===== src/source/dma_pkg.sv =====
// dma package
// bus widths, register map, AHB-Lite codes and the control/status word views
`default_nettype none

package dma_pkg;

  localparam int addr_w = 32;                  // both buses
  localparam int data_w = 32;                  // both buses
  localparam int len_w  = 4;                   // word count, at most 15 per run

  ////////////////////////////////////////////////////////////
  // register map, byte offsets in the slave window
  localparam logic [3:0] reg_src_off  = 4'h0;  // source address
  localparam logic [3:0] reg_dst_off  = 4'h4;  // destination address
  localparam logic [3:0] reg_len_off  = 4'h8;  // transfer length in words
  localparam logic [3:0] reg_ctrl_off = 4'hC;  // command on write, status on read

  ////////////////////////////////////////////////////////////
  // AHB-Lite encodings
  localparam logic [1:0] htrans_idle   = 2'b00;
  localparam logic [1:0] htrans_nonseq = 2'b10;
  localparam logic [2:0] hsize_word    = 3'b010; // 32 bit
  localparam logic [2:0] hburst_single = 3'b000;
  localparam logic       hresp_okay    = 1'b0;
  localparam logic       hresp_error   = 1'b1;

  // controller fsm
  localparam logic [1:0] st_idle   = 2'b00;
  localparam logic [1:0] st_read   = 2'b01;
  localparam logic [1:0] st_write  = 2'b10;
  localparam logic [1:0] st_finish = 2'b11;

  typedef struct packed {
    logic [data_w-3:0]       rsvd;             // reads back as zero
    logic                    clear_status;     // drop done and error
    logic                    start;            // kick off a run
  } ctrl_cmd_s;

  typedef struct packed {
    logic [data_w-len_w-5:0] rsvd_hi;
    logic [len_w-1:0]        remaining;        // words not yet written
    logic                    rsvd_3;
    logic                    error;            // bus error seen
    logic                    done;             // run ended
    logic                    busy;             // engine running
  } ctrl_status_s;

  // same word, decoded by direction of access
  typedef union packed {
    ctrl_cmd_s    cmd;                         // write view
    ctrl_status_s status;                      // read view
  } ctrl_word_u;

endpackage

`default_nettype wire


===== src/source/dma_regs.sv =====
// dma register block
// AHB-Lite slave holding source, destination, length and the control/status word
`timescale 1ns/1ps
`default_nettype none

module dma_regs (
  input  logic                       hclk_i,
  input  logic                       arst_n_i,
  input  logic                       hsel_i,
  input  logic [dma_pkg::addr_w-1:0] haddr_i,
  input  logic [1:0]                 htrans_i,
  input  logic                       hwrite_i,
  input  logic [dma_pkg::data_w-1:0] hwdata_i,
  input  logic                       hready_i,
  output logic [dma_pkg::data_w-1:0] hrdata_o,
  output logic                       hready_o,
  output logic                       hresp_o,
  input  logic                       busy_i,
  input  logic                       done_i,
  input  logic                       error_i,
  input  logic [dma_pkg::len_w-1:0]  remaining_i,
  output logic                       start_o,
  output logic                       clear_o,
  output logic [dma_pkg::addr_w-1:0] src_addr_o,
  output logic [dma_pkg::addr_w-1:0] dst_addr_o,
  output logic [dma_pkg::len_w-1:0]  len_o
);
  import dma_pkg::*;

  logic       ap_valid_q;                      // data phase of an accepted transfer
  logic       ap_write_q;
  logic [3:0] ap_off_q;                        // register offset
  logic       wr_en;
  logic       rd_en;
  ctrl_word_u wr_word;                         // cmd view of hwdata
  ctrl_word_u rd_word;                         // status view for readback

  ////////////////////////////////////////////////////////////
  // address phase capture
  always_ff @(posedge hclk_i or negedge arst_n_i) begin
    if (!arst_n_i) begin
      ap_valid_q <= 1'b0;
      ap_write_q <= 1'b0;
      ap_off_q   <= '0;
    end else if (hready_i) begin               // bus moves only when ready
      ap_valid_q <= hsel_i && (htrans_i == htrans_nonseq);
      ap_write_q <= hwrite_i;
      ap_off_q   <= haddr_i[3:0];
    end
  end

  assign wr_en   = ap_valid_q && ap_write_q && hready_i; // write data valid now
  assign rd_en   = ap_valid_q && !ap_write_q;
  assign wr_word = hwdata_i;

  // command decode, pulses in the data phase
  assign start_o = wr_en && (ap_off_q == reg_ctrl_off) && wr_word.cmd.start && !busy_i;
  assign clear_o = wr_en && (ap_off_q == reg_ctrl_off) && wr_word.cmd.clear_status;

  ////////////////////////////////////////////////////////////
  // configuration registers, frozen while a run is active
  always_ff @(posedge hclk_i or negedge arst_n_i) begin
    if (!arst_n_i) begin
      src_addr_o <= '0;
      dst_addr_o <= '0;
      len_o      <= '0;
    end else if (wr_en && !busy_i) begin
      case (ap_off_q)
        reg_src_off: src_addr_o <= hwdata_i;
        reg_dst_off: dst_addr_o <= hwdata_i;
        reg_len_off: len_o      <= hwdata_i[len_w-1:0];
        default: ;                             // ctrl handled by the pulses
      endcase
    end
  end

  // readback
  always_comb begin
    rd_word                  = '0;
    rd_word.status.busy      = busy_i;
    rd_word.status.done      = done_i;
    rd_word.status.error     = error_i;
    rd_word.status.remaining = remaining_i;
    hrdata_o                 = '0;
    if (rd_en) begin
      case (ap_off_q)
        reg_src_off:  hrdata_o = src_addr_o;
        reg_dst_off:  hrdata_o = dst_addr_o;
        reg_len_off:  hrdata_o = {{(data_w-len_w){1'b0}}, len_o};
        reg_ctrl_off: hrdata_o = rd_word;
        default:      hrdata_o = '0;
      endcase
    end
  end

  assign hready_o = 1'b1;                      // zero wait states
  assign hresp_o  = hresp_okay;

  // a start only reaches an idle engine, which runs or ends on the next cycle
  a_start_idle: assert property (@(posedge hclk_i) disable iff (!arst_n_i)
    start_o |-> !busy_i ##1 (busy_i || done_i));

endmodule

`default_nettype wire


===== src/source/dma_ctrl.sv =====
// dma controller
// fsm that reads then writes one word at a time and counts the words left
`timescale 1ns/1ps
`default_nettype none

module dma_ctrl (
  input  logic                       hclk_i,
  input  logic                       arst_n_i,
  input  logic                       start_i,
  input  logic                       clear_i,
  input  logic [dma_pkg::addr_w-1:0] src_addr_i,
  input  logic [dma_pkg::addr_w-1:0] dst_addr_i,
  input  logic [dma_pkg::len_w-1:0]  len_i,
  input  logic                       xfer_ack_i,
  input  logic [dma_pkg::data_w-1:0] xfer_rdata_i,
  input  logic                       xfer_err_i,
  output logic                       xfer_req_o,
  output logic                       xfer_write_o,
  output logic [dma_pkg::addr_w-1:0] xfer_addr_o,
  output logic [dma_pkg::data_w-1:0] xfer_wdata_o,
  output logic                       busy_o,
  output logic                       done_o,
  output logic                       error_o,
  output logic [dma_pkg::len_w-1:0]  remaining_o
);
  import dma_pkg::*;

  logic [1:0]        state_q;
  logic [addr_w-1:0] rd_ptr_q;                 // next source word
  logic [addr_w-1:0] wr_ptr_q;                 // next destination word
  logic [data_w-1:0] data_q;                   // word between read and write
  logic [len_w-1:0]  remain_q;

  ////////////////////////////////////////////////////////////
  // fsm, status flags and word count
  always_ff @(posedge hclk_i or negedge arst_n_i) begin
    if (!arst_n_i) begin
      state_q  <= st_idle;
      done_o   <= 1'b0;
      error_o  <= 1'b0;
      remain_q <= '0;
    end else begin
      case (state_q)
        st_idle: begin
          if (start_i) begin
            error_o  <= 1'b0;
            remain_q <= len_i;
            done_o   <= (len_i == '0);         // empty run ends at once
            state_q  <= (len_i == '0) ? st_idle : st_read;
          end else if (clear_i) begin
            done_o  <= 1'b0;
            error_o <= 1'b0;
          end
        end
        st_read: begin
          if (xfer_ack_i && xfer_err_i) begin  // abort, count untouched
            error_o <= 1'b1;
            done_o  <= 1'b1;
            state_q <= st_idle;
          end else if (xfer_ack_i) begin
            state_q <= st_write;
          end
        end
        st_write: begin
          if (xfer_ack_i && xfer_err_i) begin
            error_o <= 1'b1;
            done_o  <= 1'b1;
            state_q <= st_idle;
          end else if (xfer_ack_i) begin
            remain_q <= remain_q - len_w'(1);  // one more word landed
            state_q  <= st_finish;
          end
        end
        st_finish: begin
          if (remain_q == '0) begin
            done_o  <= 1'b1;
            state_q <= st_idle;
          end else begin
            state_q <= st_read;
          end
        end
        default: state_q <= st_idle;
      endcase
    end
  end

  // word pointers and read data
  always_ff @(posedge hclk_i) begin
    if (state_q == st_idle && start_i) begin
      rd_ptr_q <= {src_addr_i[addr_w-1:2], 2'b00}; // word aligned
      wr_ptr_q <= {dst_addr_i[addr_w-1:2], 2'b00};
    end else if (state_q == st_write && xfer_ack_i && !xfer_err_i) begin
      rd_ptr_q <= rd_ptr_q + 4;
      wr_ptr_q <= wr_ptr_q + 4;
    end
    if (state_q == st_read && xfer_ack_i && !xfer_err_i) begin
      data_q <= xfer_rdata_i;
    end
  end

  assign xfer_req_o   = (state_q == st_read) || (state_q == st_write);
  assign xfer_write_o = (state_q == st_write);
  assign xfer_addr_o  = xfer_write_o ? wr_ptr_q : rd_ptr_q;
  assign xfer_wdata_o = data_q;
  assign busy_o       = (state_q != st_idle);
  assign remaining_o  = remain_q;

  // an idle engine puts no request on the master port
  a_no_req_idle: assert property (@(posedge hclk_i) disable iff (!arst_n_i)
    (state_q == st_idle) |-> !xfer_req_o);

endmodule

`default_nettype wire


===== src/source/dma_ahb_master.sv =====
// dma AHB-Lite master
// runs one single word transfer at a time through its address and data phases
`timescale 1ns/1ps
`default_nettype none

module dma_ahb_master (
  input  logic                       hclk_i,
  input  logic                       arst_n_i,
  input  logic                       xfer_req_i,
  input  logic                       xfer_write_i,
  input  logic [dma_pkg::addr_w-1:0] xfer_addr_i,
  input  logic [dma_pkg::data_w-1:0] xfer_wdata_i,
  output logic                       xfer_ack_o,
  output logic [dma_pkg::data_w-1:0] xfer_rdata_o,
  output logic                       xfer_err_o,
  output logic [dma_pkg::addr_w-1:0] m_haddr_o,
  output logic [1:0]                 m_htrans_o,
  output logic                       m_hwrite_o,
  output logic [2:0]                 m_hsize_o,
  output logic [2:0]                 m_hburst_o,
  output logic [dma_pkg::data_w-1:0] m_hwdata_o,
  input  logic [dma_pkg::data_w-1:0] m_hrdata_i,
  input  logic                       m_hready_i,
  input  logic                       m_hresp_i
);
  import dma_pkg::*;

  logic              ap_q;                     // address phase on the bus
  logic              dp_q;                     // data phase on the bus
  logic              write_q;
  logic [addr_w-1:0] addr_q;
  logic [data_w-1:0] wdata_q;
  logic              take;                     // request accepted this cycle
  logic              dp_end;                   // data phase completes

  assign take   = xfer_req_i && !ap_q && !dp_q; // only one in flight
  assign dp_end = dp_q && m_hready_i;

  ////////////////////////////////////////////////////////////
  // phase tracker
  always_ff @(posedge hclk_i or negedge arst_n_i) begin
    if (!arst_n_i) begin
      ap_q    <= 1'b0;
      dp_q    <= 1'b0;
      write_q <= 1'b0;
    end else begin
      if (take) begin
        ap_q    <= 1'b1;
        write_q <= xfer_write_i;
      end else if (ap_q && m_hready_i) begin
        ap_q <= 1'b0;                          // address accepted
      end
      if (ap_q && m_hready_i) begin
        dp_q <= 1'b1;
      end else if (dp_end) begin
        dp_q <= 1'b0;
      end
    end
  end

  // address and write data of the taken request
  always_ff @(posedge hclk_i) begin
    if (take) begin
      addr_q  <= xfer_addr_i;
      wdata_q <= xfer_wdata_i;
    end
  end

  ////////////////////////////////////////////////////////////
  // bus side
  assign m_haddr_o  = addr_q;
  assign m_htrans_o = ap_q ? htrans_nonseq : htrans_idle;
  assign m_hwrite_o = write_q;
  assign m_hsize_o  = hsize_word;              // words only
  assign m_hburst_o = hburst_single;
  assign m_hwdata_o = wdata_q;                 // held through the data phase

  // controller side, valid on the ack cycle
  assign xfer_ack_o   = dp_end;
  assign xfer_rdata_o = m_hrdata_i;
  assign xfer_err_o   = dp_end && (m_hresp_i == hresp_error);

  // a stalled address phase keeps its address and type
  a_ap_stable: assert property (@(posedge hclk_i) disable iff (!arst_n_i)
    ap_q && !m_hready_i |=> ap_q && $stable(m_haddr_o) && $stable(m_htrans_o)
                            && $stable(m_hwrite_o));

endmodule

`default_nettype wire


===== src/source/dma_subsystem.sv =====
// dma subsystem top
// CPU-side register slave, copy controller and memory-side AHB-Lite master
`timescale 1ns/1ps
`default_nettype none

module dma_subsystem (
  input  logic                       hclk_i,
  input  logic                       arst_n_i,
  // CPU slave bus
  input  logic                       hsel_i,
  input  logic [dma_pkg::addr_w-1:0] haddr_i,
  input  logic [1:0]                 htrans_i,
  input  logic                       hwrite_i,
  input  logic [dma_pkg::data_w-1:0] hwdata_i,
  input  logic                       hready_i,
  output logic [dma_pkg::data_w-1:0] hrdata_o,
  output logic                       hready_o,
  output logic                       hresp_o,
  // DMA master bus
  output logic [dma_pkg::addr_w-1:0] m_haddr_o,
  output logic [1:0]                 m_htrans_o,
  output logic                       m_hwrite_o,
  output logic [2:0]                 m_hsize_o,
  output logic [2:0]                 m_hburst_o,
  output logic [dma_pkg::data_w-1:0] m_hwdata_o,
  input  logic [dma_pkg::data_w-1:0] m_hrdata_i,
  input  logic                       m_hready_i,
  input  logic                       m_hresp_i
);
  import dma_pkg::*;

  ////////////////////////////////////////////////////////////
  // regs <-> ctrl
  logic              start;
  logic              clear;
  logic [addr_w-1:0] src_addr;
  logic [addr_w-1:0] dst_addr;
  logic [len_w-1:0]  len;
  logic              busy;
  logic              done;
  logic              error;
  logic [len_w-1:0]  remaining;

  // ctrl <-> master
  logic              xfer_req;
  logic              xfer_write;
  logic [addr_w-1:0] xfer_addr;
  logic [data_w-1:0] xfer_wdata;
  logic              xfer_ack;
  logic [data_w-1:0] xfer_rdata;
  logic              xfer_err;

  dma_regs u_regs (
    .hclk_i, .arst_n_i, .hsel_i, .haddr_i, .htrans_i, .hwrite_i, .hwdata_i, .hready_i,
    .hrdata_o, .hready_o, .hresp_o,
    .busy_i(busy), .done_i(done), .error_i(error), .remaining_i(remaining),
    .start_o(start), .clear_o(clear),
    .src_addr_o(src_addr), .dst_addr_o(dst_addr), .len_o(len)
  );

  dma_ctrl u_ctrl (
    .hclk_i, .arst_n_i,
    .start_i(start), .clear_i(clear),
    .src_addr_i(src_addr), .dst_addr_i(dst_addr), .len_i(len),
    .xfer_ack_i(xfer_ack), .xfer_rdata_i(xfer_rdata), .xfer_err_i(xfer_err),
    .xfer_req_o(xfer_req), .xfer_write_o(xfer_write),
    .xfer_addr_o(xfer_addr), .xfer_wdata_o(xfer_wdata),
    .busy_o(busy), .done_o(done), .error_o(error), .remaining_o(remaining)
  );

  dma_ahb_master u_master (
    .hclk_i, .arst_n_i,
    .xfer_req_i(xfer_req), .xfer_write_i(xfer_write),
    .xfer_addr_i(xfer_addr), .xfer_wdata_i(xfer_wdata),
    .xfer_ack_o(xfer_ack), .xfer_rdata_o(xfer_rdata), .xfer_err_o(xfer_err),
    .m_haddr_o, .m_htrans_o, .m_hwrite_o, .m_hsize_o, .m_hburst_o, .m_hwdata_o,
    .m_hrdata_i, .m_hready_i, .m_hresp_i
  );

endmodule

`default_nettype wire


===== config.mk =====
export PLATFORM = sky130hd
export DESIGN_NAME = dma_subsystem
export DESIGN_NICKNAME = d
export VERILOG_FILES = /design/src/source/dma_pkg.sv /design/src/source/dma_regs.sv /design/src/source/dma_ctrl.sv /design/src/source/dma_ahb_master.sv /design/src/source/dma_subsystem.sv
export SDC_FILE = /design/constraint.sdc
export NUM_CORES = 1
export LEC_CHECK = 0
export ABC_AREA = 1
export ABC_CLOCK_PERIOD_IN_PS = 6700
export BUFFER_PORTS_ARGS = -buffer_cell sky130_fd_sc_hd__buf_4
export CELL_PAD_IN_SITES_DETAIL_PLACEMENT = 1
export CELL_PAD_IN_SITES_GLOBAL_PLACEMENT = 1
export CORE_MARGIN = 1
export CORE_UTILIZATION = 42
export CTS_BUF_LIST = sky130_fd_sc_hd__clkbuf_4 sky130_fd_sc_hd__clkbuf_8 sky130_fd_sc_hd__clkbuf_16
export CTS_CLUSTER_DIAMETER = 60
export CTS_CLUSTER_SIZE = 30
export DETAILED_ROUTE_END_ITERATION = 8
export HOLD_SLACK_MARGIN = 0.1
export PLACE_DENSITY = 0.87
export SYNTH_ARGS = -nofsm -noshare
export SYNTH_HDL_FRONTEND = slang
export SYNTH_SLANG_ARGS = --single-unit

===== constraint.sdc =====
create_clock -name hclk_i -period 6.7 [get_ports hclk_i]
set_clock_uncertainty 0.1 [all_clocks]
set_input_delay 0.335 -clock hclk_i [delete_from_list [all_inputs] [get_ports hclk_i]]
set_output_delay 0.335 -clock hclk_i [all_outputs]
set_load 0.05 [all_outputs]

After elaboration in Yosys (flattened, before gate mapping)
Index checks and enable logic that the tools add are counted.
Word-level totals
  register bits: 245
  bits of input ports: 105
  output and inout port bits: 107
  logic and storage cells: 113
Cells by class
  add/subtract/negate cells: 3
  equality and inequality tests: 15
  multiplexer cells: 31
  reductions and logical operators: 44
Operators by type and width (number)
  2-to-1 mux 32 bit: 6
  one-hot mux 32 bit (4 select lines): 1
  adder 32 x 3 -> 32 bit, second input constant: 2
  logical AND 1 bit: 20
  logical NOT 4 bit: 3
  2-to-1 mux 2 bit: 6
  2-to-1 mux 4 bit: 3
  nonzero test 2 bit: 6
  2-to-1 mux 1 bit: 11
  AND reduction 3 bit: 3
  == test 4 bit, second input constant: 2
  inequality test 2 x 1 -> 1 bit, second input constant: 4
  one-hot mux 2 bit (4 select lines): 1
  one-hot mux 4 bit (2 select lines): 1
  == test 2 bit, second input constant: 3
  inequality test 3 x 2 -> 1 bit, second input constant: 2
  AND reduction 2 bit: 3
  logical NOT 1 bit: 5
  == test 4 x 3 -> 1 bit, second input constant: 1
  AND reduction 4 bit: 1
  subtractor 4 x 1 -> 4 bit, second input constant: 1
  inequality test 3 x 1 -> 1 bit, second input constant: 1
  one-hot mux 1 bit (3 select lines): 1
  == test 2 x 1 -> 1 bit, second input constant: 1
  5 further kinds: 5

Longest topological paths before layout
Gate-level depths: netlist (run 1).
  depth in word-level cells: 7
  depth in mapped cells: 10
  depth with buffers taken out: 10

By module
A second synthesis (run 1) with hierarchy kept.
Unflattened totals
  cells, all modules: 1382
  area, all modules: 12184.2 µm²
Modules (own cells, without submodules)
  dma_ctrl: times used 1, cells an instance 777, area an instance 6152.2 µm², seq. area each 2962.8 µm²
  dma_regs: times used 1, cells an instance 482, area an instance 3663.5 µm², seq. area each 1851.8 µm²
  dma_ahb_master: times used 1, cells an instance 123, area an instance 2368.5 µm², seq. area each 1996.9 µm²

Worst setup path before layout (run 1)
No wires, ideal clock.
  kind: register to register
  start: register u_ctrl.state_q[0]
  end: register u_master.write_q, in the netlist u_master.m_hwrite_o
  library setup time: 0.103 ns
  data arrival time: 5.661 ns
  required time: 6.497 ns
  slack: 0.835 ns
  cell stages (with the launch flop): 7
  buffers on the path: 0
  clock period less this slack: 5.865 ns
  path through: dfrtp_1 inv_1 ha_1 inv_1 nor3_1 inv_1 o21ai_0
On the way
  cells in the longest elaborated chain, start to end: 4
  elaborated cells on any way between the ends: 5
  those cells by class: eq/ne: 2; reduce/logical: 3
Ends and longest elaborated chain
  start, declared: line dma_ctrl.sv:28  | logic [1:0] state_q;
  start signal, assigned: line dma_ctrl.sv:38  | state_q <= st_idle;
  start signal, assigned: line dma_ctrl.sv:49  | state_q <= (len_i == '0) ? st_idle : st_read;
  start signal, assigned: line dma_ctrl.sv:59  | state_q <= st_idle;
  == test 2 x 1 -> 1 bit / == test 2 bit (equally long branches): line dma_ctrl.sv:101  | assign xfer_req_o = (state_q == st_read) || (state_q == st_write);
  logical OR 1 bit (*): line dma_ctrl.sv:101
  via u_ctrl.xfer_req_o: line dma_ctrl.sv:17  | output logic xfer_req_o,
  logical AND 1 bit (*) (2 in a row): line dma_ahb_master.sv:36  | assign take = xfer_req_i && !ap_q && !dp_q;
  via u_master.take: line dma_ahb_master.sv:33  | logic take;
  end signal, assigned: line dma_ahb_master.sv:49  | write_q <= xfer_write_i;
  end, declared: line dma_ahb_master.sv:30  | logic write_q;
The timed path passes the listed nets; every way through them passes the cells marked *.
A chain may end at the register's enable or synchronous reset.

Worst setup path in the final report (run 1)
  start: register u_regs.ap_valid_q
  end: output port hrdata_o[18] (netlist bit)
On the way
  cells in the longest elaborated chain, start to end: 2
Ends and longest elaborated chain
  start, declared: line dma_regs.sv:30  | logic ap_valid_q;
  start signal, assigned: line dma_regs.sv:46  | ap_valid_q <= hsel_i && (htrans_i == htrans_nonseq);
  logical AND 1 bit: line dma_regs.sv:53  | assign rd_en = ap_valid_q && !ap_write_q;
  2-to-1 mux 32 bit: line dma_regs.sv:85  | if (rd_en) begin
  end, declared: line dma_subsystem.sv:16  | output logic [dma_pkg::data_w-1:0] hrdata_o,
No other way between the ends.

==> results of run 1 <==
-- cells in the final DEF, fill, tap and decap left out --
cell type	instances
sky130_fd_sc_hd__a21oi_1	30
sky130_fd_sc_hd__a31oi_1	2
sky130_fd_sc_hd__and2_1	1
sky130_fd_sc_hd__buf_4	178
sky130_fd_sc_hd__clkbuf_16	21
sky130_fd_sc_hd__clkinv_1	2
sky130_fd_sc_hd__clkinv_16	1
sky130_fd_sc_hd__clkinv_8	4
sky130_fd_sc_hd__clkinvlp_4	1
sky130_fd_sc_hd__conb_1	11
sky130_fd_sc_hd__dfrtp_1	85
sky130_fd_sc_hd__dlygate4sd3_1	84
sky130_fd_sc_hd__edfxtp_1	154
sky130_fd_sc_hd__ha_1	8
sky130_fd_sc_hd__inv_1	108
sky130_fd_sc_hd__inv_12	4
sky130_fd_sc_hd__inv_16	3
sky130_fd_sc_hd__inv_2	4
sky130_fd_sc_hd__inv_6	1
sky130_fd_sc_hd__mux2i_1	1
sky130_fd_sc_hd__nand2_1	514
sky130_fd_sc_hd__nand2_2	4
sky130_fd_sc_hd__nand2_4	1
sky130_fd_sc_hd__nand3_1	36
sky130_fd_sc_hd__nand3_2	2
sky130_fd_sc_hd__nand3b_1	10
sky130_fd_sc_hd__nand4_1	6
sky130_fd_sc_hd__nand4_4	1
sky130_fd_sc_hd__nor2_1	104
sky130_fd_sc_hd__nor2_2	5
sky130_fd_sc_hd__nor2_4	1
sky130_fd_sc_hd__nor3_2	1
sky130_fd_sc_hd__nor3_4	1
sky130_fd_sc_hd__o211ai_1	4
sky130_fd_sc_hd__o21ai_0	95
sky130_fd_sc_hd__o21ai_1	35
sky130_fd_sc_hd__o22ai_1	2
sky130_fd_sc_hd__o31ai_1	2
sky130_fd_sc_hd__xnor2_1	7
sky130_fd_sc_hd__xor2_1	22
-- layer usage --
layer,share of wire (%),track usage [%],up-vias,wire [µm]
li1,-,-,4666,-
met1,43,34.2,4894,15500
met2,50,45.7,307,18000
met3,4.6,2.60,66,1670
met4,2.6,8.02,0,945
met5,0,0,-,0
-- cell usage after synthesis, types with 16 or more instances --
master                       n
sky130_fd_sc_hd__clkbuf_1   16
sky130_fd_sc_hd__o21ai_1    35
sky130_fd_sc_hd__nand2_1   515
sky130_fd_sc_hd__inv_1     108
sky130_fd_sc_hd__a21oi_1    30
sky130_fd_sc_hd__buf_4      19
sky130_fd_sc_hd__xor2_1     22
sky130_fd_sc_hd__edfxtp_1  154
sky130_fd_sc_hd__dfrtp_1    85
sky130_fd_sc_hd__nor2_1    105
sky130_fd_sc_hd__o21ai_0    95
sky130_fd_sc_hd__buf_2      16
sky130_fd_sc_hd__nand3_1    36
-- kinds of logic (layout without fill, tap and decap cells) --
group	Yosys count	count (layout)	share of synthesized area (%)
multiplexers	1	1	0.0873
AND/OR/NAND/NOR	687	687	24.0
AO/OA/AOI/OAI	170	170	7.60
XOR/XNOR	29	29	2.22
adder cells (fa/ha/maj)	8	8	0.873
buffers and inverters	166	411	6.26
flip-flops	239	239	58.9
other	2	11	0.0655
-- flip-flops by register name (all words and copies together), names as in the netlist, 2 cells and up --
name / flops
u_ctrl.rd_ptr_q: 30
u_ctrl.remaining_o: 4
u_ctrl.state_q: 2
u_ctrl.wr_ptr_q: 30
u_ctrl.xfer_wdata_o: 32
u_master.m_haddr_o: 30
u_master.m_hwdata_o: 32
u_regs.ap_off_q: 4
u_regs.dst_addr_o: 32
u_regs.len_o: 4
u_regs.src_addr_o: 32
-- metrics by stage --
step,std cells,area (µm²),util (%),setup WS [ns],power (mW)
6_report,1897,14600,54.3,3.16,3.40
3_3_place_gp,1777,13000,48.3,3.82,2.03
4_1_cts,1897,14600,54.3,3.26,3.41
5_1_grt,1897,14600,54.3,3.00,3.50
2_1_floorplan,1311,11500,-,0.835,1.92
3_5_place_dp,1777,13000,48.3,3.72,2.05
-- what timing repair did --
action                    in CTS  in global routing
buffers inserted               0                  0
hold endpoints to repair     141                  0
hold buffers                  84                  0
-- final timing paths --
kind	from	end	slack, ns	cells past startpoint
worst min register to register	u_ctrl.xfer_wdata_o[24]	u_master.m_hwdata_o[24]	0.33	0
worst max register to register	u_ctrl.state_q[1]	u_ctrl.rd_ptr_q[10]	3.66	8
worst min-delay path	m_hresp_i	u_ctrl.state_q[1]	0.14	4
min in group asynchronous	arst_n_i	u_regs.ap_valid_q	0.19	2
max in group asynchronous	arst_n_i	u_regs.src_addr_o[14]	5.25	3
worst max-delay path	u_regs.ap_valid_q	hrdata_o[18]	3.16	5
-- worst register-to-register path: cells and delay by family (launching register included) --
family / cells / cell delay [ns]
fa+ha+maj: 1 / 0.42
compound gates: 1 / 0.13
flops: 1 / 0.43
simple gates: 2 / 0.35
buf+inv: 4 / 1.43
-- area by class of cell --
cell class              count  area, µm²
fillers                  3139      12300
flip-flops and latches    239       6750
multi-input cells         906       4040
repair buffers            262       2180
clock buffers              21        526
well taps                 341        427
inverters                 113        424
clock inverters            15        240
-- power breakdown --
group / switching (mW) / leakage [nW] / internal, mW
clock network: 0.686 / 0.363 / 0.645
logic: 0.235 / 3.33 / 0.128
registers: 0.0581 / 2.55 / 1.64
total: 0.980 / 6.24 / 2.42
==> impl_summary.log, run 1 <==
[metrics] maximum fanout count along the critical path: 27
[metrics] Die W: around 170 µm
[metrics] number of register bits inferred by synthesis: 239
[metrics] run status: finished clean
[metrics] Worst path slowest cell: sky130_fd_sc_hd__clkinv_1
[metrics] Area growth syn-to-layout: 27.3%
[metrics] portion of the clock cycle consumed by the worst path in the final layout: a little over half
[metrics] Clock Sink Count: 239
[metrics] Via density: 5.24
[metrics] Post-Syn Area per Cell: 8.80 µm²
[metrics] total clock buffers created by CTS: 20
[metrics] Synth top area share: 40.3%
[metrics] number of cell rows: 60
[metrics] die height: between 150 and 200 µm
[metrics] area enclosed by the die boundary: 28000 µm²
[metrics] sequence of cells on the critical path: inv_1, nor2_1, clkinv_1, a21oi_1, buf_4
[metrics] count of TritonRoute iterations in the first routing pass: 5
[metrics] initial core utilization: 42.6%
[metrics] largest stage delay on the critical path: 0.87 ns
[metrics] final RePlAce weighted congestion: 0.941
[metrics] antenna violations before repair: 0
[metrics] maximum number of pins on one net before global-route repair: 65
[metrics] synth warn: 0
[metrics] Diodes inserted: 0
[metrics] post-layout net count: 1655
[metrics] count of flip-flops with a built-in enable after synthesis: 154
[metrics] kind of path behind the tightest hold check: input pin to register
[metrics] total congestion overflow: 0
[metrics] type of the setup path with the least slack: register to primary output
[metrics] worst endpoint data arrival time: 3.10 ns
[metrics] half-perimeter wire length after detailed placement: roughly 24000 µm
[metrics] peak supply drop: 0.146 mV
[metrics] GRT Util Overall: 26.1%
[metrics] Reg clk slew, reported paths: 0.09 ns
[metrics] Final Hold Vio Count: 0
[metrics] post-route antenna net violation count: 0
[metrics] top cells by area, synth: sky130_fd_sc_hd__edfxtp_1, sky130_fd_sc_hd__dfrtp_1, sky130_fd_sc_hd__nand2_1
[metrics] fraction of registers with async set or reset after synthesis: 35.6%
[metrics] Boundary Pins: approximately 210
[metrics] Crit path max-delay family: buffers and inverters
[metrics] minimum clock period after layout: 3.54 ns
[metrics] Crit path required time: 6.26 ns
[metrics] buffers and inverters on the worst path: 3
[metrics] kind of start point of the critical path: register
[metrics] total vias in the final route: 9933
[metrics] clock root buffer: sky130_fd_sc_hd__clkbuf_16
[metrics] Clock Tree Buf Depth: 3
[metrics] Netlist cell types: 34
[metrics] Hold WS: approximately 0.14 ns
[metrics] Worst Tran Pin Value: about 1.2 ns
[metrics] sequential share of the synthesized area: 58.9%
[metrics] Power Density: about 230 nW/µm²
[metrics] H-tree depth: 1
[metrics] count of instances resized after the clock tree is built: 0
[metrics] Setup Viol. Count Final: 0
[metrics] DRC violations left: 0
[metrics] first-pass GRT wire length: 57100 µm
[metrics] Slew HR: between 20% and 30%
[metrics] TritonCTS clock tree: yes
[metrics] via count of the first global-routing pass: about 11000
[metrics] layout cells sized above 1: between 10% and 20%
[metrics] kind of capture point of the worst setup path: primary output
[metrics] final max-slew violation count: 0
[metrics] clock insertion delay at the later pin of the skew report: 0.53 ns
[metrics] Fin Setup TNS: 0 ns
[metrics] leading area contributor after synthesis: sky130_fd_sc_hd__edfxtp_1
[metrics] Routed WL: 36100 µm
[metrics] Mapped Cells: 1302
[metrics] routed length per placed instance: 19.0 µm
[metrics] FMAX: about 280 MHz
[metrics] unrepaired setup endpoints after global routing: false
[metrics] cell area after technology mapping: 11500 µm²
[metrics] total core area: 26900 µm²
[metrics] buffers added on ports: 172
[metrics] leakage power figure: 6.24 nW
[metrics] max cap viols: 0
[metrics] initial detailed-routing violation count: 611
[metrics] flip-flop cell with the highest count after synthesis: sky130_fd_sc_hd__edfxtp_1
Power figures use the tool's default switching activity.
==> inputs of run 2 (changes only) <==
- ABC_AREA: 1 -> 0
- ABC_CLOCK_PERIOD_IN_PS: 6700 -> 3250
- CORE_UTILIZATION: 42 -> 40
- PLACE_DENSITY: 0.87 -> 0.83
- clock period: 6.7 -> 3.25 ns (I/O delays scaled with it)
==> run 2 against run 1 <==
Utilization decreased by 1.5 points. Hold slack better by 0.067 ns. Sequential cell count stayed put. Critical path depth increased by 3. Count of clock-buffer cells in the layout grew 4. Global-route usage fell by 2.3 points. Sequential power rose by 120%. Non-clock buffer count rose by 10. Combinational power rose to 3.3 times the previous value. Wire length shrank 8.5%. Area after synthesis fell by 5.0%. Clock power rose by 110%. Critical path type is now register to register. Largest cell class unchanged. Largest power group unchanged.
==> impl_summary.log, run 2 <==
[metrics] Clock Sink Count: 239 (unchanged)
[metrics] kind of start point of the critical path: register
[metrics] DRC violations left: 0 (unchanged)
[metrics] initial detailed-routing violation count: 580 (-5.1%)
[metrics] leakage power figure: 5.48 nW (-12%)
[metrics] Crit path required time: 3.63 ns (-2.63 ns)
[metrics] part of the total power dissipated in combinational logic: 15.8% (+5.1 points)
[metrics] Placed Instances: 1328 (-25%)
[metrics] proportion of power drawn by flip-flops and latches: 48.0% (-2.1 points)
[metrics] buffers added on ports: 172 (unchanged)
[metrics] Setup Viol. Count Final: 0 (unchanged)
[metrics] cell area after technology mapping: 10900 µm² (-5.0%)
[metrics] Die W: 167 µm (-0.13%)
[metrics] most frequent standard cell in the layout excluding fill and tap cells: sky130_fd_sc_hd__buf_4
[metrics] antenna violations before repair: 1 (+1)
[metrics] synth warn: 0 (unchanged)
[metrics] Worst Tran Pin Value: 0.953 ns (-0.210 ns)
[metrics] max cap viols: 0 (unchanged)
[metrics] Reg clk slew, reported paths: 0.10 ns (about the same)
[metrics] Routed WL: 33100 µm (-8.5%)
[metrics] worst slack at placement: 0.514 ns (-3.21 ns)
[metrics] kind of path behind the tightest hold check: input pin to async pin
[metrics] portion of the clock cycle consumed by the worst path in the final layout: 90.5%
[metrics] type of the setup path with the least slack: register to register
[metrics] count of flip-flops with a built-in enable after synthesis: 154 (unchanged)
[metrics] P_int: 5.33 mW (+120%)
[metrics] kind of capture point of the worst setup path: register
[metrics] area enclosed by the die boundary: 27900 µm² (-0.27%)
[metrics] flip-flop cell with the highest count after synthesis: sky130_fd_sc_hd__edfxtp_1
[metrics] leading area contributor after synthesis: sky130_fd_sc_hd__edfxtp_1
[metrics] Slew HR: 36.5% (+14 points)
[metrics] Synth top area share: 42.5% (+2.1 points)
[metrics] total clock buffers created by CTS: 22 (+10%)
[metrics] total core area: 26800 µm² (-0.28%)
[metrics] final max-slew violation count: 0 (unchanged)
[metrics] post-layout net count: 1206 (-27%)
[metrics] cell with the most instances after synthesis: sky130_fd_sc_hd__edfxtp_1
[metrics] half-perimeter wire length after detailed placement: 20300 µm (-17%)
[metrics] commonest non-fill, non-tap cells in the layout: sky130_fd_sc_hd__buf_4, sky130_fd_sc_hd__edfxtp_1, sky130_fd_sc_hd__mux2_2, sky130_fd_sc_hd__dfrtp_1, sky130_fd_sc_hd__dlygate4sd3_1
[metrics] count of instances resized after the clock tree is built: 0 (unchanged)
[metrics] H-tree depth: 1 (unchanged)
[metrics] GRT Util Overall: 23.8% (-2.3 points)
[metrics] maximum fanout count along the critical path: 34 (+26%)
[metrics] first-pass GRT wire length: 50700 µm (-11%)
[metrics] Clock Tree Buf Depth: 3 (unchanged)
[metrics] total vias in the final route: 7990 (-20%)
[metrics] maximum number of pins on one net before global-route repair: 90 (+38%)
[metrics] number of register bits inferred by synthesis: 239 (unchanged)
[metrics] clock insertion delay at the later pin of the skew report: 0.54 ns (about the same)
[metrics] layout cells sized above 1: 31.4% (+16 points)
[metrics] via count of the first global-routing pass: 8586 (-18%)
[metrics] number of cell rows: 60 (unchanged)
[metrics] Post-Syn Area per Cell: 12.9 µm² (+47%)
[metrics] Area growth syn-to-layout: 30.0%
[metrics] count of TritonRoute iterations in the first routing pass: 4 (-1)
[metrics] Power Density: 540 nW/µm² (+130%)
[metrics] worst endpoint data arrival time: 3.32 ns (+0.22 ns)
[metrics] initial core utilization: 40.6% (-2.0 points)
[metrics] Netlist cell types: 50 (+47%)
[metrics] total congestion overflow: 0 (unchanged)
[metrics] final RePlAce weighted congestion: 0.807 (-14%)
[metrics] top cells by instance count after synthesis: sky130_fd_sc_hd__edfxtp_1, sky130_fd_sc_hd__mux2_2, sky130_fd_sc_hd__dfrtp_1, sky130_fd_sc_hd__nand2_1, sky130_fd_sc_hd__nor2_1
[metrics] fraction of registers with async set or reset after synthesis: 35.6% (unchanged)
[metrics] Final Hold Vio Count: 0 (unchanged)
[metrics] peak supply drop: 0.348 mV (+140%)
[metrics] sequence of cells on the critical path: inv_1, ha_2, buf_4, nor2_1, a21oi_1, o21ai_0, o41ai_1, dlygate4sd3_1
[metrics] run status: finished clean
[metrics] Clock Power Share: 36.1% (-3.1 points)
[metrics] routed length per placed instance: 22.8 µm (+20%)
[metrics] FMAX: 340 MHz
[metrics] post-route antenna net violation count: 0 (unchanged)
[metrics] final worst slack: 0.308 ns (-2.85 ns)
[metrics] Boundary Pins: 212 (unchanged)
[metrics] largest stage delay on the critical path: 0.63 ns (-0.24 ns)
[metrics] Via density: 5.51 (+5.2%)
[metrics] die height: 167 µm (-0.13%)
[metrics] unrepaired setup endpoints after global routing: false
[metrics] minimum clock period after layout: around 3 ns
[metrics] switching power: 2.32 mW (+140%)
[metrics] Worst path slowest cell: sky130_fd_sc_hd__dlygate4sd3_1
[metrics] top cells by area, synth: sky130_fd_sc_hd__edfxtp_1, sky130_fd_sc_hd__dfrtp_1, sky130_fd_sc_hd__mux2_2
[metrics] TritonCTS clock tree: yes
[metrics] Fin Setup TNS: 0 ns (unchanged)
[metrics] Finished Core Util: 52.8% (-1.5 points)
[metrics] clock root buffer: sky130_fd_sc_hd__clkbuf_16
[metrics] Mapped Cells: 842 (-35%)
[metrics] switching share of total power: 30.4% (+1.5 points)
[metrics] final cell count without fillers: 1451 (-24%)
[metrics] sequential share of the synthesized area: 62.0% (+3.1 points)
## run 2: changes by cell type after synthesis, moves of 10 or more
cell	delta
sky130_fd_sc_hd__a22oi_1	+24
sky130_fd_sc_hd__nor2_1	-44
sky130_fd_sc_hd__inv_1	-93
sky130_fd_sc_hd__and3_1	+10
sky130_fd_sc_hd__o21ai_0	-42
sky130_fd_sc_hd__mux2_2	+99
sky130_fd_sc_hd__nand2_1	-443
sky130_fd_sc_hd__xnor2_1	+21
sky130_fd_sc_hd__o21ai_1	-33
## run 2: logic make-up after synthesis
family	after synthesis	synth area share [%]
AOI/OAI and AO/OA	115	6.16
muxes	112	11.8
xor gates and xnor gates	55	4.43
other	2	0.0690
buffers and inverters	69	3.15
DFF	239	62.0
adders and majority gates	8	0.920
and+or+nand+nor	242	11.4
## run 2: power by group through the flow
stage / Sequential, mW / Clock (mW) / Combinational [mW]
global placement: 3.70 / 0 / 1.06
finish: 3.67 / 2.76 / 1.21
detailed placement: 3.72 / 0 / 1.10
global route: 3.70 / 2.89 / 1.27
floorplan: 4.01 / 0 / 0.401
CTS: 3.66 / 2.75 / 1.19
## run 2: final timing paths
kind | startpoint | to | slack (ns) | cells past startpoint
min | arst_n_i | u_regs.dst_addr_o[11] | 0.20 | 2
max in group asynchronous | arst_n_i | u_regs.src_addr_o[21] | 2.11 | 3
min reg2reg | u_ctrl.xfer_wdata_o[3] | u_master.m_hwdata_o[3] | 0.33 | 0
max | u_ctrl.state_q[0] | u_ctrl.state_q[1] | 0.31 | 8
min in group hclk_i | hready_i | u_ctrl.done_o | 0.20 | 5
max reg2reg | u_ctrl.state_q[0] | u_ctrl.state_q[1] | 0.31 | 8
## run 2: critical path: cells and delay by family, from the launching register on
family,cells,cell delay (ns)
adders and majority gates,1,0.36
DFF,1,0.45
and+or+nand+nor,1,0.14
buffers and inverters,3,1.29
AOI/OAI and AO/OA,3,0.56
## run 2: stage by stage
step	instance area (µm²)	hold slack, ns	total power, mW
3_5_place_dp	12600	0.242	4.82
6_report	14200	0.203	7.65
4_1_cts	14200	0.168	7.61
2_1_floorplan	10900	-0.233	4.41
5_1_grt	14200	0.225	7.86
3_3_place_gp	12600	0.234	4.77
## run 2: cell type report
class	count	area [µm²]
multi-input cells	543	3870
diodes	1	2.50
flip-flops and latches	239	6750
inverters	15	56.3
repair buffers	272	2300
clock buffers	25	597
fillers	2702	12600
well taps	341	427
clock inverters	15	158
## run 2: metal layers
metal / share of wire (%) / GRT usage, %
met1: 40 / 28.8
met2: 53 / 42.9
met3: 3.5 / 2.88
met4: 3.4 / 9.34
met5: 0 / 0
## run 2: timing repair
item / CTS / global route
hold endpoints to repair: 178 / 0
setup endpoints to repair: 0 / 0
hold buffers: 82 / 0
setup buffers: 0 / 0
==> inputs of run 3 (changes only) <==
- REMOVE_ABC_BUFFERS: unset -> 1
==> run 3 against run 2 <==
Clock power rose by 2%. Count of clock-buffer cells in the layout fell by 2. Design area barely moved. Maximum frequency is 3.3% lower. Wire length shrank 7.4%. Final cell count shrank 0.28%. Power barely moved. Die area is the same.
==> impl_summary.log, run 3 (synthesis gave the netlist of run 2 again) <==
[metrics] cell repeated most along the worst path: sky130_fd_sc_hd__buf_4
[metrics] via count of the first global-routing pass: 8433 (-1.8%)
[metrics] TritonCTS clock tree: yes
[metrics] H-tree depth: 1 (unchanged)
[metrics] Setup Viol. Count Final: 0 (unchanged)
[metrics] first-pass GRT wire length: 48000 µm (-5.4%)
[metrics] FMAX: 329 MHz (-3.3%)
[metrics] Routed WL: 30600 µm (-7.4%)
[metrics] kind of path behind the tightest hold check: input pin to register
[metrics] dpl cell area: 12600 µm² (about the same)
[metrics] final RePlAce weighted congestion: 0.805 (-0.14%)
[metrics] buffers added on ports: 172 (unchanged)
[metrics] antenna violations before repair: 1 (unchanged)
[metrics] total vias in the final route: 7758 (-2.9%)
[metrics] Worst path slowest cell: sky130_fd_sc_hd__dfrtp_1
[metrics] Power Density: 540 nW/µm² (about the same)
[metrics] Crit path required time: 2.99 ns (-0.64 ns)
[metrics] layout cells sized above 1: 31.2% (-0.16 points)
[metrics] initial detailed-routing violation count: 663 (+14%)
[metrics] max cap viols: 0 (unchanged)
[metrics] Crit path max-delay family: buffers and inverters
[metrics] DRC violations left: 0 (unchanged)
[metrics] maximum fanout count along the critical path: 24 (-29%)
[metrics] clock insertion delay at the later pin of the skew report: 0.53 ns (about the same)
[metrics] half-perimeter wire length after detailed placement: 19500 µm (-3.9%)
[metrics] Hold WS: 0.231 ns (+0.0282 ns)
[metrics] clock root buffer: sky130_fd_sc_hd__clkbuf_16
[metrics] Die W: 167 µm (unchanged)
[metrics] area enclosed by the die boundary: 27900 µm² (unchanged)
[metrics] portion of the clock cycle consumed by the worst path in the final layout: 93.6% (+3.1 points)
[metrics] post-layout net count: 1202 (-0.33%)
[metrics] total core area: 26800 µm² (unchanged)
[metrics] Clock Sink Count: 239 (unchanged)
[metrics] Clock Tree Buf Depth: 3 (unchanged)
[metrics] most frequent standard cell in the layout excluding fill and tap cells: sky130_fd_sc_hd__buf_4
[metrics] Final Hold Vio Count: 0 (unchanged)
[metrics] run status: finished clean
[metrics] initial core utilization: 40.6% (unchanged)
[metrics] sequence of cells on the critical path: buf_4, inv_1, nor4_4, buf_4, a22oi_1, nor2_1, buf_4
[metrics] Layout Cell Area excl Fill: 14200 µm² (about the same)
[metrics] total congestion overflow: 0 (unchanged)
[metrics] kind of capture point of the worst setup path: primary output
[metrics] peak supply drop: 0.330 mV (-5.3%)
[metrics] die height: 167 µm (unchanged)
[metrics] Via density: 5.36 (-2.6%)
[metrics] total clock buffers created by CTS: 22 (unchanged)
[metrics] routed length per placed instance: 21.2 µm (-7.1%)
[metrics] post-route antenna net violation count: 0 (unchanged)
[metrics] Boundary Pins: 212 (unchanged)
[metrics] Reg clk slew, reported paths: 0.10 ns (about the same)
[metrics] count of TritonRoute iterations in the first routing pass: 5 (+1)
[metrics] type of the setup path with the least slack: register to primary output
[metrics] GRT Util Overall: 22.1% (-1.7 points)
[metrics] final max-slew violation count: 0 (unchanged)
[metrics] worst endpoint data arrival time: 2.78 ns (-0.54 ns)
[metrics] leakage power figure: 5.47 nW (-0.20%)
[metrics] commonest non-fill, non-tap cells in the layout: sky130_fd_sc_hd__buf_4, sky130_fd_sc_hd__edfxtp_1, sky130_fd_sc_hd__mux2_2, sky130_fd_sc_hd__dfrtp_1, sky130_fd_sc_hd__dlygate4sd3_1
[metrics] kind of start point of the critical path: register
[metrics] number of cell rows: 60 (unchanged)
[metrics] minimum clock period after layout: 3.04 ns (+0.102 ns)
[metrics] unrepaired setup endpoints after global routing: false
[metrics] count of instances resized after the clock tree is built: 0 (unchanged)
[metrics] Area growth syn-to-layout: 30.1% (about the same)
[metrics] largest stage delay on the critical path: 0.57 ns (-0.06 ns)
[metrics] Slew HR: 25.1% (-11 points)
[metrics] buffers and inverters on the worst path: 4 (+1)
[metrics] maximum number of pins on one net before global-route repair: 89 (-1.1%)
[metrics] Worst Tran Pin Value: 1.12 ns (+0.171 ns)
==> run 3: cell types whose count changed in the layout (fill, tap and decap cells not counted), sizes merged <==
cell	before	now
buf	190	187
clkbuf	25	23
clkinvlp	0	1
bufinv	0	1
dlygate4sd3	82	81
==> run 3: path summary, 6_finish.rpt <==
path	startpoint	to	slack [ns]	cells after the start
min reg2reg	u_ctrl.xfer_wdata_o[8]	u_master.m_hwdata_o[8]	0.33	0
min in group asynchronous	arst_n_i	u_regs.src_addr_o[1]	0.31	2
max reg2reg	u_ctrl.state_q[0]	u_ctrl.state_q[1]	0.38	8
max	u_regs.ap_off_q[2]	hrdata_o[29]	0.21	7
min	m_hrdata_i[14]	u_ctrl.xfer_wdata_o[14]	0.23	2
max in group asynchronous	arst_n_i	u_regs.src_addr_o[30]	2.02	2
==> run 3: report_power, final <==
part	switching [mW]	leakage (nW)	internal [mW]	total, mW
logic	0.759	2.56	0.428	1.19
registers	0.170	2.54	3.49	3.66
clock network	1.35	0.381	1.46	2.81
==> run 3: repair_timing <==
item	4_1_cts	5_1_grt
buffers inserted	0	0
hold buffers	81	0
hold endpoints to repair	196	0
==> run 3: per-stage QoR <==
stage | setup TNS (ns) | utilization, % | power, mW | setup slack, ns | instances
final | 0 | 52.8 | 7.65 | 0.207 | 1447
after global routing | 0 | 52.8 | 7.88 | 0.0823 | 1446
after CTS | 0 | 52.8 | 7.68 | 0.305 | 1446
after detailed placement | 0 | 46.9 | 4.82 | 0.455 | 1325
after global placement | 0 | 46.9 | 4.76 | 0.600 | 1325
after floorplan | -262.51 | - | 4.39 | -3.06 | 797
==> run 3: layer usage <==
| metal | wire length (µm) | GRT usage [%] | vias up |
|---|---|---|---|
| li1 | - | - | 3559 |
| met1 | 12600 | 27.4 | 3919 |
| met2 | 16000 | 39.7 | 223 |
| met3 | 1230 | 2.78 | 57 |
| met4 | 826 | 7.33 | 0 |
| met5 | 0 | 0 | - |
==> run 3: cell type report <==
| class | count | area, µm² |
|---|---|---|
| fill | 2700 | 12600 |
| sequential | 239 | 6750 |
| multi-input combinational | 543 | 3850 |
| timing repair buffer | 268 | 2290 |
| clock buffer | 23 | 576 |
| tap | 341 | 427 |
| clock inverter | 17 | 203 |
| inverter | 15 | 56.3 |
| antenna | 1 | 2.50 |
